[src/ksMemPkg.sv]
// Data path word union, VMA flag struct, address type and memory cycle struct
package ksMemPkg;

   // Bit indices into the PC flags, PDP-10 numbering
   localparam int flagUserBit = 5;
   localparam int flagPcuBit  = 6;

   // Virtual address in bits 14 to 35 of the word
   typedef logic [14:35] vmaAddrT;

   //////////////////////////////////////////////////////////////////////
   // VMA flag word
   //////////////////////////////////////////////////////////////////////

   // First member is bit 0, the most significant bit
   typedef struct packed {
      logic user;                // Bit 0
      logic spare1;
      logic fetch;
      logic readCycle;
      logic wrTestCycle;
      logic writeCycle;          // Bit 5
      logic spare6;
      logic cacheInh;
      logic physical;
      logic previous;
      logic ioCycle;             // Bit 10
      logic wruCycle;
      logic vectorCycle;
      logic ioByteCycle;         // Bit 13
   } vmaFlagsT;

   // Data path word seen as flags plus address
   typedef struct packed {
      vmaFlagsT flags;
      vmaAddrT  addr;
   } dpFieldsT;

   // Same 36 bits read as raw data or as a VMA request
   typedef union packed {
      logic [0:35] raw;
      dpFieldsT    fields;
   } dpWordT;

   // Context part of the VMA flags
   typedef struct packed {
      logic user;
      logic fetch;
      logic physical;
      logic previous;
      logic ioCycle;
      logic wruCycle;
      logic vectorCycle;
      logic ioByteCycle;
   } ctxFlagsT;

   // Memory cycle kind
   typedef struct packed {
      logic readCycle;
      logic wrTestCycle;
      logic writeCycle;
      logic cacheInh;
   } memCycleT;

endpackage

[src/ksMicroPkg.sv]
// Control ROM memory and special fields, dispatch ROM fields, special-function codes
package ksMicroPkg;

   //////////////////////////////////////////////////////////////////////
   // Special function select codes
   //////////////////////////////////////////////////////////////////////

   // Sweep the cache on a clear-cache request
   localparam logic [3:0] specClrCache = 4'd7;
   // Reference the previous context
   localparam logic [3:0] specPrevious = 4'd8;

   //////////////////////////////////////////////////////////////////////
   // Control ROM fields
   //////////////////////////////////////////////////////////////////////

   // Memory field of the microword
   typedef struct packed {
      logic       memCycle;      // Start a memory reference
      logic       loadVma;       // Load the VMA from the data path
      logic       aRead;         // Cycle comes from the dispatch ROM
      logic       memWait;       // Wait for the memory cycle
      logic       bWrite;        // Write at the end of the instruction
      logic       dpFunc;        // Take flags or cycle from the data path
      logic       extAddr;       // Extended addressing
      logic       fetchCycle;    // Instruction fetch
      logic       physical;      // Bypass the pager
      logic       forceExec;     // Force executive context
      logic       forceUser;     // Force user context
      logic       readCycle;
      logic       wrTestCycle;
      logic       writeCycle;
      logic       cacheInh;      // Inhibit the cache
      logic [1:0] spare;
   } cromMemT;

   // Special field of the microword
   typedef struct packed {
      logic       specEn20;      // Enable for the special select
      logic [3:0] specSel;
   } cromSpecT;

   // Portion of the microword this stage decodes
   typedef struct packed {
      cromMemT  mem;
      cromSpecT spec;
   } cromT;

   //////////////////////////////////////////////////////////////////////
   // Dispatch ROM fields
   //////////////////////////////////////////////////////////////////////

   typedef struct packed {
      logic vma;                 // A-read may load the VMA
      logic condFunc;            // Conditional B-write function
      logic readCycle;
      logic wrTestCycle;
      logic writeCycle;
   } dromT;

endpackage

[src/memCycleRegister.sv]
// Memory cycle type register: read, write-test, write, cache inhibit
`timescale 1ns/1ps

module memCycleRegister
(
   input  logic                 clk,
   input  logic                 rst,
   input  logic                 load,
   input  logic                 fromDp,
   input  ksMemPkg::dpWordT     dp,
   input  ksMemPkg::memCycleT   cycleUcode,
   output ksMemPkg::memCycleT   cycle
);

   import ksMemPkg::*;

   memCycleT cycleDp;
   memCycleT cycleNext;

   //////////////////////////////////////////////////////////////////////
   // Cycle source select
   //////////////////////////////////////////////////////////////////////

   // Data path flag bits 3, 4, 5 and 7
   always_comb
   begin
      cycleDp.readCycle   = dp.fields.flags.readCycle;
      cycleDp.wrTestCycle = dp.fields.flags.wrTestCycle;
      cycleDp.writeCycle  = dp.fields.flags.writeCycle;
      cycleDp.cacheInh    = dp.fields.flags.cacheInh;
   end

   // Microcode value is already resolved between control and dispatch ROM
   assign cycleNext = fromDp ? cycleDp : cycleUcode;

   //////////////////////////////////////////////////////////////////////
   // Register
   //////////////////////////////////////////////////////////////////////

   always_ff @(posedge clk or posedge rst)
   begin
      if (rst)
      begin
         cycle <= '0;
      end
      else if (load)
      begin
         cycle <= cycleNext;
      end
   end

endmodule

[src/vmaControl.sv]
// VMA stage control decode: load enables, source selects, microcode-derived flags
`timescale 1ns/1ps

module vmaControl
(
   input  ksMicroPkg::cromT     crom,
   input  ksMicroPkg::dromT     drom,
   input  logic                 clken,
   input  logic                 cpuExec,
   input  logic                 prevEn,
   input  logic [0:17]          pcFlags,
   output logic                 vmaLoad,
   output logic                 memLoad,
   output logic                 ctxFromDp,
   output logic                 cycleFromDp,
   output logic                 sweep,
   output logic                 extended,
   output ksMemPkg::ctxFlagsT   ctxUcode,
   output ksMemPkg::memCycleT   cycleUcode
);

   import ksMicroPkg::*;
   import ksMemPkg::*;

   logic selPrevious;
   logic flagUser;
   logic flagPcu;

   // PC flags used for the user derivation
   assign flagUser = pcFlags[flagUserBit];
   assign flagPcu  = pcFlags[flagPcuBit];

   //////////////////////////////////////////////////////////////////////
   // Special function decode
   //////////////////////////////////////////////////////////////////////

   assign sweep       = crom.spec.specEn20 && (crom.spec.specSel == specClrCache);
   assign selPrevious = crom.spec.specEn20 && (crom.spec.specSel == specPrevious);

   // Clear cache loads the VMA even without a memory cycle
   assign vmaLoad = clken && ((crom.mem.memCycle && crom.mem.loadVma) ||
                              (crom.mem.memCycle && crom.mem.aRead && drom.vma) ||
                              sweep);

   assign memLoad = clken && ((crom.mem.memCycle && crom.mem.memWait) ||
                              (crom.mem.memCycle && crom.mem.bWrite && drom.condFunc));

   assign extended  = crom.mem.extAddr;
   assign ctxFromDp = crom.mem.dpFunc;

   //////////////////////////////////////////////////////////////////////
   // Context flags from microcode
   //////////////////////////////////////////////////////////////////////

   always_comb
   begin
      ctxUcode.user = (!crom.mem.forceExec && flagUser && !cpuExec) ||
                      (crom.mem.fetchCycle && flagUser) ||
                      (prevEn && flagPcu) ||
                      (selPrevious && flagPcu) ||
                      crom.mem.forceUser;
      ctxUcode.fetch       = crom.mem.fetchCycle;
      ctxUcode.physical    = crom.mem.physical;
      ctxUcode.previous    = prevEn || selPrevious;
      // No I/O references from microcode
      ctxUcode.ioCycle     = 1'b0;
      ctxUcode.wruCycle    = 1'b0;
      ctxUcode.vectorCycle = 1'b0;
      ctxUcode.ioByteCycle = 1'b0;
   end

   // Data path supplies the cycle only for a plain dpFunc request
   assign cycleFromDp = !crom.mem.aRead && crom.mem.dpFunc;

   always_comb
   begin
      cycleUcode = '0;
      if (crom.mem.aRead)
      begin
         if (crom.mem.dpFunc)
         begin
            // Dispatch cycle, never cache inhibited
            cycleUcode.readCycle   = drom.readCycle;
            cycleUcode.wrTestCycle = drom.wrTestCycle;
            cycleUcode.writeCycle  = drom.writeCycle;
         end
      end
      else
      begin
         cycleUcode.readCycle   = crom.mem.readCycle;
         cycleUcode.wrTestCycle = crom.mem.wrTestCycle;
         cycleUcode.writeCycle  = crom.mem.writeCycle;
         cycleUcode.cacheInh    = crom.mem.cacheInh;
      end
   end

endmodule

[src/vmaRegister.sv]
// VMA address, sweep, extended and context flag register
`timescale 1ns/1ps

module vmaRegister
(
   input  logic                 clk,
   input  logic                 rst,
   input  logic                 load,
   input  logic                 fromDp,
   input  logic                 sweepIn,
   input  logic                 extendedIn,
   input  ksMemPkg::dpWordT     dp,
   input  ksMemPkg::ctxFlagsT   ctxUcode,
   output ksMemPkg::vmaAddrT    vmaAddr,
   output logic                 vmaSweep,
   output logic                 vmaExtended,
   output ksMemPkg::ctxFlagsT   ctx
);

   import ksMemPkg::*;

   ctxFlagsT ctxDp;
   ctxFlagsT ctxNext;

   //////////////////////////////////////////////////////////////////////
   // Context source select
   //////////////////////////////////////////////////////////////////////

   // Flag view of the data path word
   always_comb
   begin
      ctxDp.user        = dp.fields.flags.user;
      ctxDp.fetch       = dp.fields.flags.fetch;
      ctxDp.physical    = dp.fields.flags.physical;
      ctxDp.previous    = dp.fields.flags.previous;
      ctxDp.ioCycle     = dp.fields.flags.ioCycle;
      ctxDp.wruCycle    = dp.fields.flags.wruCycle;
      ctxDp.vectorCycle = dp.fields.flags.vectorCycle;
      ctxDp.ioByteCycle = dp.fields.flags.ioByteCycle;
   end

   assign ctxNext = fromDp ? ctxDp : ctxUcode;

   //////////////////////////////////////////////////////////////////////
   // Register
   //////////////////////////////////////////////////////////////////////

   always_ff @(posedge clk or posedge rst)
   begin
      if (rst)
      begin
         vmaAddr     <= '0;
         vmaSweep    <= 1'b0;
         vmaExtended <= 1'b0;
         ctx         <= '0;
      end
      else if (load)
      begin
         // Address always comes from the data path
         vmaAddr     <= dp.fields.addr;
         vmaSweep    <= sweepIn;
         vmaExtended <= extendedIn;
         ctx         <= ctxNext;
      end
   end

endmodule

[src/vmaUnit.sv]
// VMA stage top level: control decode, VMA and cycle registers, flag word assembly
`timescale 1ns/1ps

module vmaUnit
(
   input  logic                 clk,
   input  logic                 rst,
   input  logic                 clken,
   input  ksMicroPkg::cromT     crom,
   input  ksMicroPkg::dromT     drom,
   input  ksMemPkg::dpWordT     dp,
   input  logic                 cpuExec,
   input  logic                 prevEn,
   input  logic [0:17]          pcFlags,
   output logic                 vmaSweep,
   output logic                 vmaExtended,
   output ksMemPkg::vmaFlagsT   vmaFlags,
   output ksMemPkg::vmaAddrT    vmaAddr
);

   import ksMemPkg::*;

   logic     vmaLoad;
   logic     memLoad;
   logic     ctxFromDp;
   logic     cycleFromDp;
   logic     sweep;
   logic     extended;
   ctxFlagsT ctxUcode;
   ctxFlagsT ctx;
   memCycleT cycleUcode;
   memCycleT cycle;

   // Decode of microword and dispatch word
   vmaControl u_control
   (
      .crom        (crom),
      .drom        (drom),
      .clken       (clken),
      .cpuExec     (cpuExec),
      .prevEn      (prevEn),
      .pcFlags     (pcFlags),
      .vmaLoad     (vmaLoad),
      .memLoad     (memLoad),
      .ctxFromDp   (ctxFromDp),
      .cycleFromDp (cycleFromDp),
      .sweep       (sweep),
      .extended    (extended),
      .ctxUcode    (ctxUcode),
      .cycleUcode  (cycleUcode)
   );

   vmaRegister u_vmaReg
   (
      .clk         (clk),
      .rst         (rst),
      .load        (vmaLoad),
      .fromDp      (ctxFromDp),
      .sweepIn     (sweep),
      .extendedIn  (extended),
      .dp          (dp),
      .ctxUcode    (ctxUcode),
      .vmaAddr     (vmaAddr),
      .vmaSweep    (vmaSweep),
      .vmaExtended (vmaExtended),
      .ctx         (ctx)
   );

   memCycleRegister u_cycleReg
   (
      .clk         (clk),
      .rst         (rst),
      .load        (memLoad),
      .fromDp      (cycleFromDp),
      .dp          (dp),
      .cycleUcode  (cycleUcode),
      .cycle       (cycle)
   );

   //////////////////////////////////////////////////////////////////////
   // Flag word assembly
   //////////////////////////////////////////////////////////////////////

   always_comb
   begin
      vmaFlags.user        = ctx.user;
      vmaFlags.spare1      = 1'b0;
      vmaFlags.fetch       = ctx.fetch;
      vmaFlags.readCycle   = cycle.readCycle;
      vmaFlags.wrTestCycle = cycle.wrTestCycle;
      vmaFlags.writeCycle  = cycle.writeCycle;
      vmaFlags.spare6      = 1'b0;
      vmaFlags.cacheInh    = cycle.cacheInh;
      vmaFlags.physical    = ctx.physical;
      vmaFlags.previous    = ctx.previous;
      // I/O cycle kinds only ever come from the data path
      vmaFlags.ioCycle     = ctx.ioCycle;
      vmaFlags.wruCycle    = ctx.wruCycle;
      vmaFlags.vectorCycle = ctx.vectorCycle;
      vmaFlags.ioByteCycle = ctx.ioByteCycle;
   end

endmodule
[config.mk]
export PLATFORM = sky130hd
export DESIGN_NAME = vmaUnit
export DESIGN_NICKNAME = d
export VERILOG_FILES = /design/src/ksMemPkg.sv /design/src/ksMicroPkg.sv /design/src/memCycleRegister.sv /design/src/vmaControl.sv /design/src/vmaRegister.sv /design/src/vmaUnit.sv
export SDC_FILE = /design/constraint.sdc
export NUM_CORES = 1
export LEC_CHECK = 0
export BUFFER_PORTS_ARGS = -buffer_cell sky130_fd_sc_hd__buf_2
export CAP_MARGIN = 0
export CORE_MARGIN = 3
export CORE_UTILIZATION = 35
export CTS_CLUSTER_DIAMETER = 200
export DETAILED_ROUTE_END_ITERATION = 10
export PLACE_DENSITY = 0.72
export SETUP_SLACK_MARGIN = 0.4
export SYNTH_ARGS = -nofsm -noshare
export SYNTH_HDL_FRONTEND = slang
export SYNTH_SLANG_ARGS = --single-unit
[constraint.sdc]
create_clock -name clk -period 1.1 [get_ports clk]
set_input_delay 0.22 -clock clk [delete_from_list [all_inputs] [get_ports clk]]
set_output_delay 0.22 -clock clk [all_outputs]
set_load 0.01 [all_outputs]
==> reports/results.ini <==
[timing]
finalCritPeriodShare_pct = 107
hold_viol_final = 36
fin_worst_skew_ns = 0
whs_ns = -0.0277
fmax_mhz = 853
rsz0062_at_grt = yes
finalSetupViolations = 25
setup_tns_ns = -1.20
finalCriticalPeriod_ns = 1.17
layout_setup_ws_ns = -0.0729
slew_violations = 0

[placed_design]
dp_slack_ns = -0.384
portBuffers = 101
gp_congestion = 0.752
hpwl_um = 3020
place_inst = 283

[final_layout]
diodes = 0
fin_cells = 303
layout-drive-gt1-share_pct = 69.6
multi_input_area_um2 = 716
n_fill_cell = 355
syn2layout_area_growth_pct = 62.1
final_nets = 338
seq_area_um2 = 901

[floorplanning]
dieWidth_um = 73.5
die_h_um = 73.5
pin_count = 124
initial_core_util_pct = 38.0
core_area_um2 = 4200
die_area_um2 = 5410
std_cell_rows = 23

[routing]
wire_per_inst_um = 13.5
dr_total_vias = 1438
drt-pass1-iter-count = 4
via_per_inst = 4.75
totalWireLength_um = 4080
detail-route-antenna-nets = 0
drcViolationCount = 0
drt_iter0_drc = 44

[power]
swShare_pct = 28.4
clock_power_share_pct = 24.4
total_power_uw = 3890
vdd_drop_max_mv = 0.740
power.density_nw_per_um2 = 1500
cellLeakagePower_uw = 0.00129
p_comb_share_pct = 31.6
seqPwrFrac_pct = 44.1
power.net_switching_uw = 1110
internal_power_uw = 2780

[logic_synthesis]
syn_inst = 129
syn_area_um2 = 1600
synthAdderAreaFrac_pct = 0
syn_avg_cell_area_um2 = 12.4
synth.distinct_cells = 25
synth_top_family_by_area = multiplexers
synth_seq_area_share_pct = 56.4
yosys_warnings = 0
synth_xor_xnor_area_share_pct = 0
synth.area.mux_share_pct = 20.1
synth-compound-area-share_pct = 10.5
synthSimpleGateAreaFrac_pct = 6.58
ys_seq_elements = 36

[clock_network]
htreeDepth = 2
clkSinkCount = 36
clk_latency_ns = 0.28
clockBufferDepth = 2
cts_tree = built
cts_buffers = 5
path_clk_slew_ns = 0.07
root_buffer = clkbuf_8

[global_route]
grt_max_degree = 37
gr-total-overflow = 0
grt_pass1_wl_um = 6370
antenna_found_initial = 0
grt_pass1_vias = 1498
globalRouteTotalUtil_pct = 15.0

[outcome]
status = finished, violations left
violations = negative hold slack, negative setup slack

[critical_path]
path_class = in2reg
cp.arrival_ns = 1.34
crit_path_max_fanout = 25
reg2reg_slack_ns = 0.22
cp-start-kind = input pin
crit_required_ns = 1.26
endpoint_kind = register
ff2ff_path_depth = 2

[min_path]
hold_class = in2async

[flow_run]
drv_cap = 0

## cell families (layout without fill, tap and decap cells)
logic type,count (synthesis),in the layout
and+or+nand+nor,22,22
muxes,29,29
other,1,2
DFF,36,36
AOI/OAI and AO/OA,26,26
buffers and inverters,15,138
## per-stage QoR
step	util [%]	area, um^2	hold WS [ns]
global route	61.6	2590	-0.0278
global placement	53.5	2250	0.275
floorplan	-	1640	0.173
CTS	58.2	2440	-0.0279
detailed placement	53.5	2250	0.281
finish	61.6	2590	-0.0277
## registers in the layout, summed over array words and instances, names as in the netlist
signal and count:
u_vmaReg.vmaAddr 22, u_vmaReg.ctx 8, u_vmaReg.vmaExtended 1, u_vmaReg.vmaSweep 1
u_cycleReg.cycle 4
## critical path: stages
cell and delay, ns:
buf_6 0.09, nand4b_1 0.23, o22ai_4 0.22, buf_12 0.21
mux2_2 0.36
## power by group through the flow
| stage | clock (uW) | sequential (uW) | combinational [uW] |
|---|---|---|---|
| 6_report | 947 | 1710 | 1230 |
| 5_1_grt | 1020 | 1750 | 1340 |
| 4_1_cts | 983 | 1710 | 1080 |
| 3_5_place_dp | 0 | 1730 | 986 |
| 3_3_place_gp | 0 | 1720 | 957 |
| 2_1_floorplan | 0 | 1840 | 392 |
## cells in the final DEF, fill, tap and decap left out, types with 6 or more instances in the layout
cell       n
buf_6     12
dfrtp_1   36
mux2_2    20
buf_2     91
buf_4     15
inv_1      6
a21oi_2    7
clkbuf_8   6
## final cells by class
type                    instances  share of cell area (%)
clock buffers                   6                    3.19
inverters                       7                    1.16
repair buffers                123                    30.4
well taps                      50                    2.42
flip-flops and latches         36                    34.8
multi-input cells              79                    27.7
clock inverters                 2                   0.387
## path summary, 6_finish.rpt
check | start | to
setup / recovery | crom[3] | u_vmaReg.vmaAddr[16]
hold / removal | rst | u_vmaReg.vmaAddr[16]
setup reg to reg | u_vmaReg.vmaAddr[16] | u_vmaReg.vmaAddr[16]
hold reg to reg | u_vmaReg.vmaAddr[20] | u_vmaReg.vmaAddr[20]
max in group asynchronous | rst | u_vmaReg.vmaSweep
min in group clk | dp[3] | u_vmaReg.vmaAddr[3]
## cells in the mapped netlist
| cell | n | area share (%) |
|---|---|---|
| a21oi_2 | 2 | 1.1 |
| conb_1 | 1 | 0.23 |
| and3_1 | 1 | 0.39 |
| o21ai_0 | 8 | 2.5 |
| a21oi_4 | 1 | 1.0 |
| buf_2 | 1 | 0.31 |
| o22ai_2 | 1 | 0.78 |
| a211o_1 | 1 | 0.55 |
| mux2i_1 | 5 | 3.1 |
| buf_6 | 4 | 2.8 |
| inv_1 | 7 | 1.6 |
| nor4b_1 | 1 | 0.55 |
| nand4b_1 | 1 | 0.55 |
| o41ai_1 | 1 | 0.55 |
| a211oi_1 | 1 | 0.47 |
| o21ai_1 | 2 | 0.63 |
| nand2_1 | 2 | 0.47 |
| dfrtp_1 | 36 | 56 |
| nand3_1 | 5 | 1.6 |
| mux2_2 | 24 | 17 |
| nor3b_1 | 1 | 0.47 |
| a21oi_1 | 8 | 2.5 |
| buf_4 | 3 | 1.4 |
| o22ai_1 | 1 | 0.39 |
| nor2_1 | 11 | 2.6 |
## layer usage
metal	vias to the layer above	track usage, %	share of wire [%]
met1	676	17.4	39
met5	-	0	0
met2	61	26.5	52
li1	696	-	-
met3	5	4.38	8.2
met4	0	4.83	0.88
## repair_timing
action,in CTS,in global routing
endpoints found under the hold margin,36,36
endpoints found under the setup margin,71,72
buffers inserted,6,6
cloned,0,0
pin swaps,3,3
resized for setup,16,22
(Power assumes the default switching activity.)
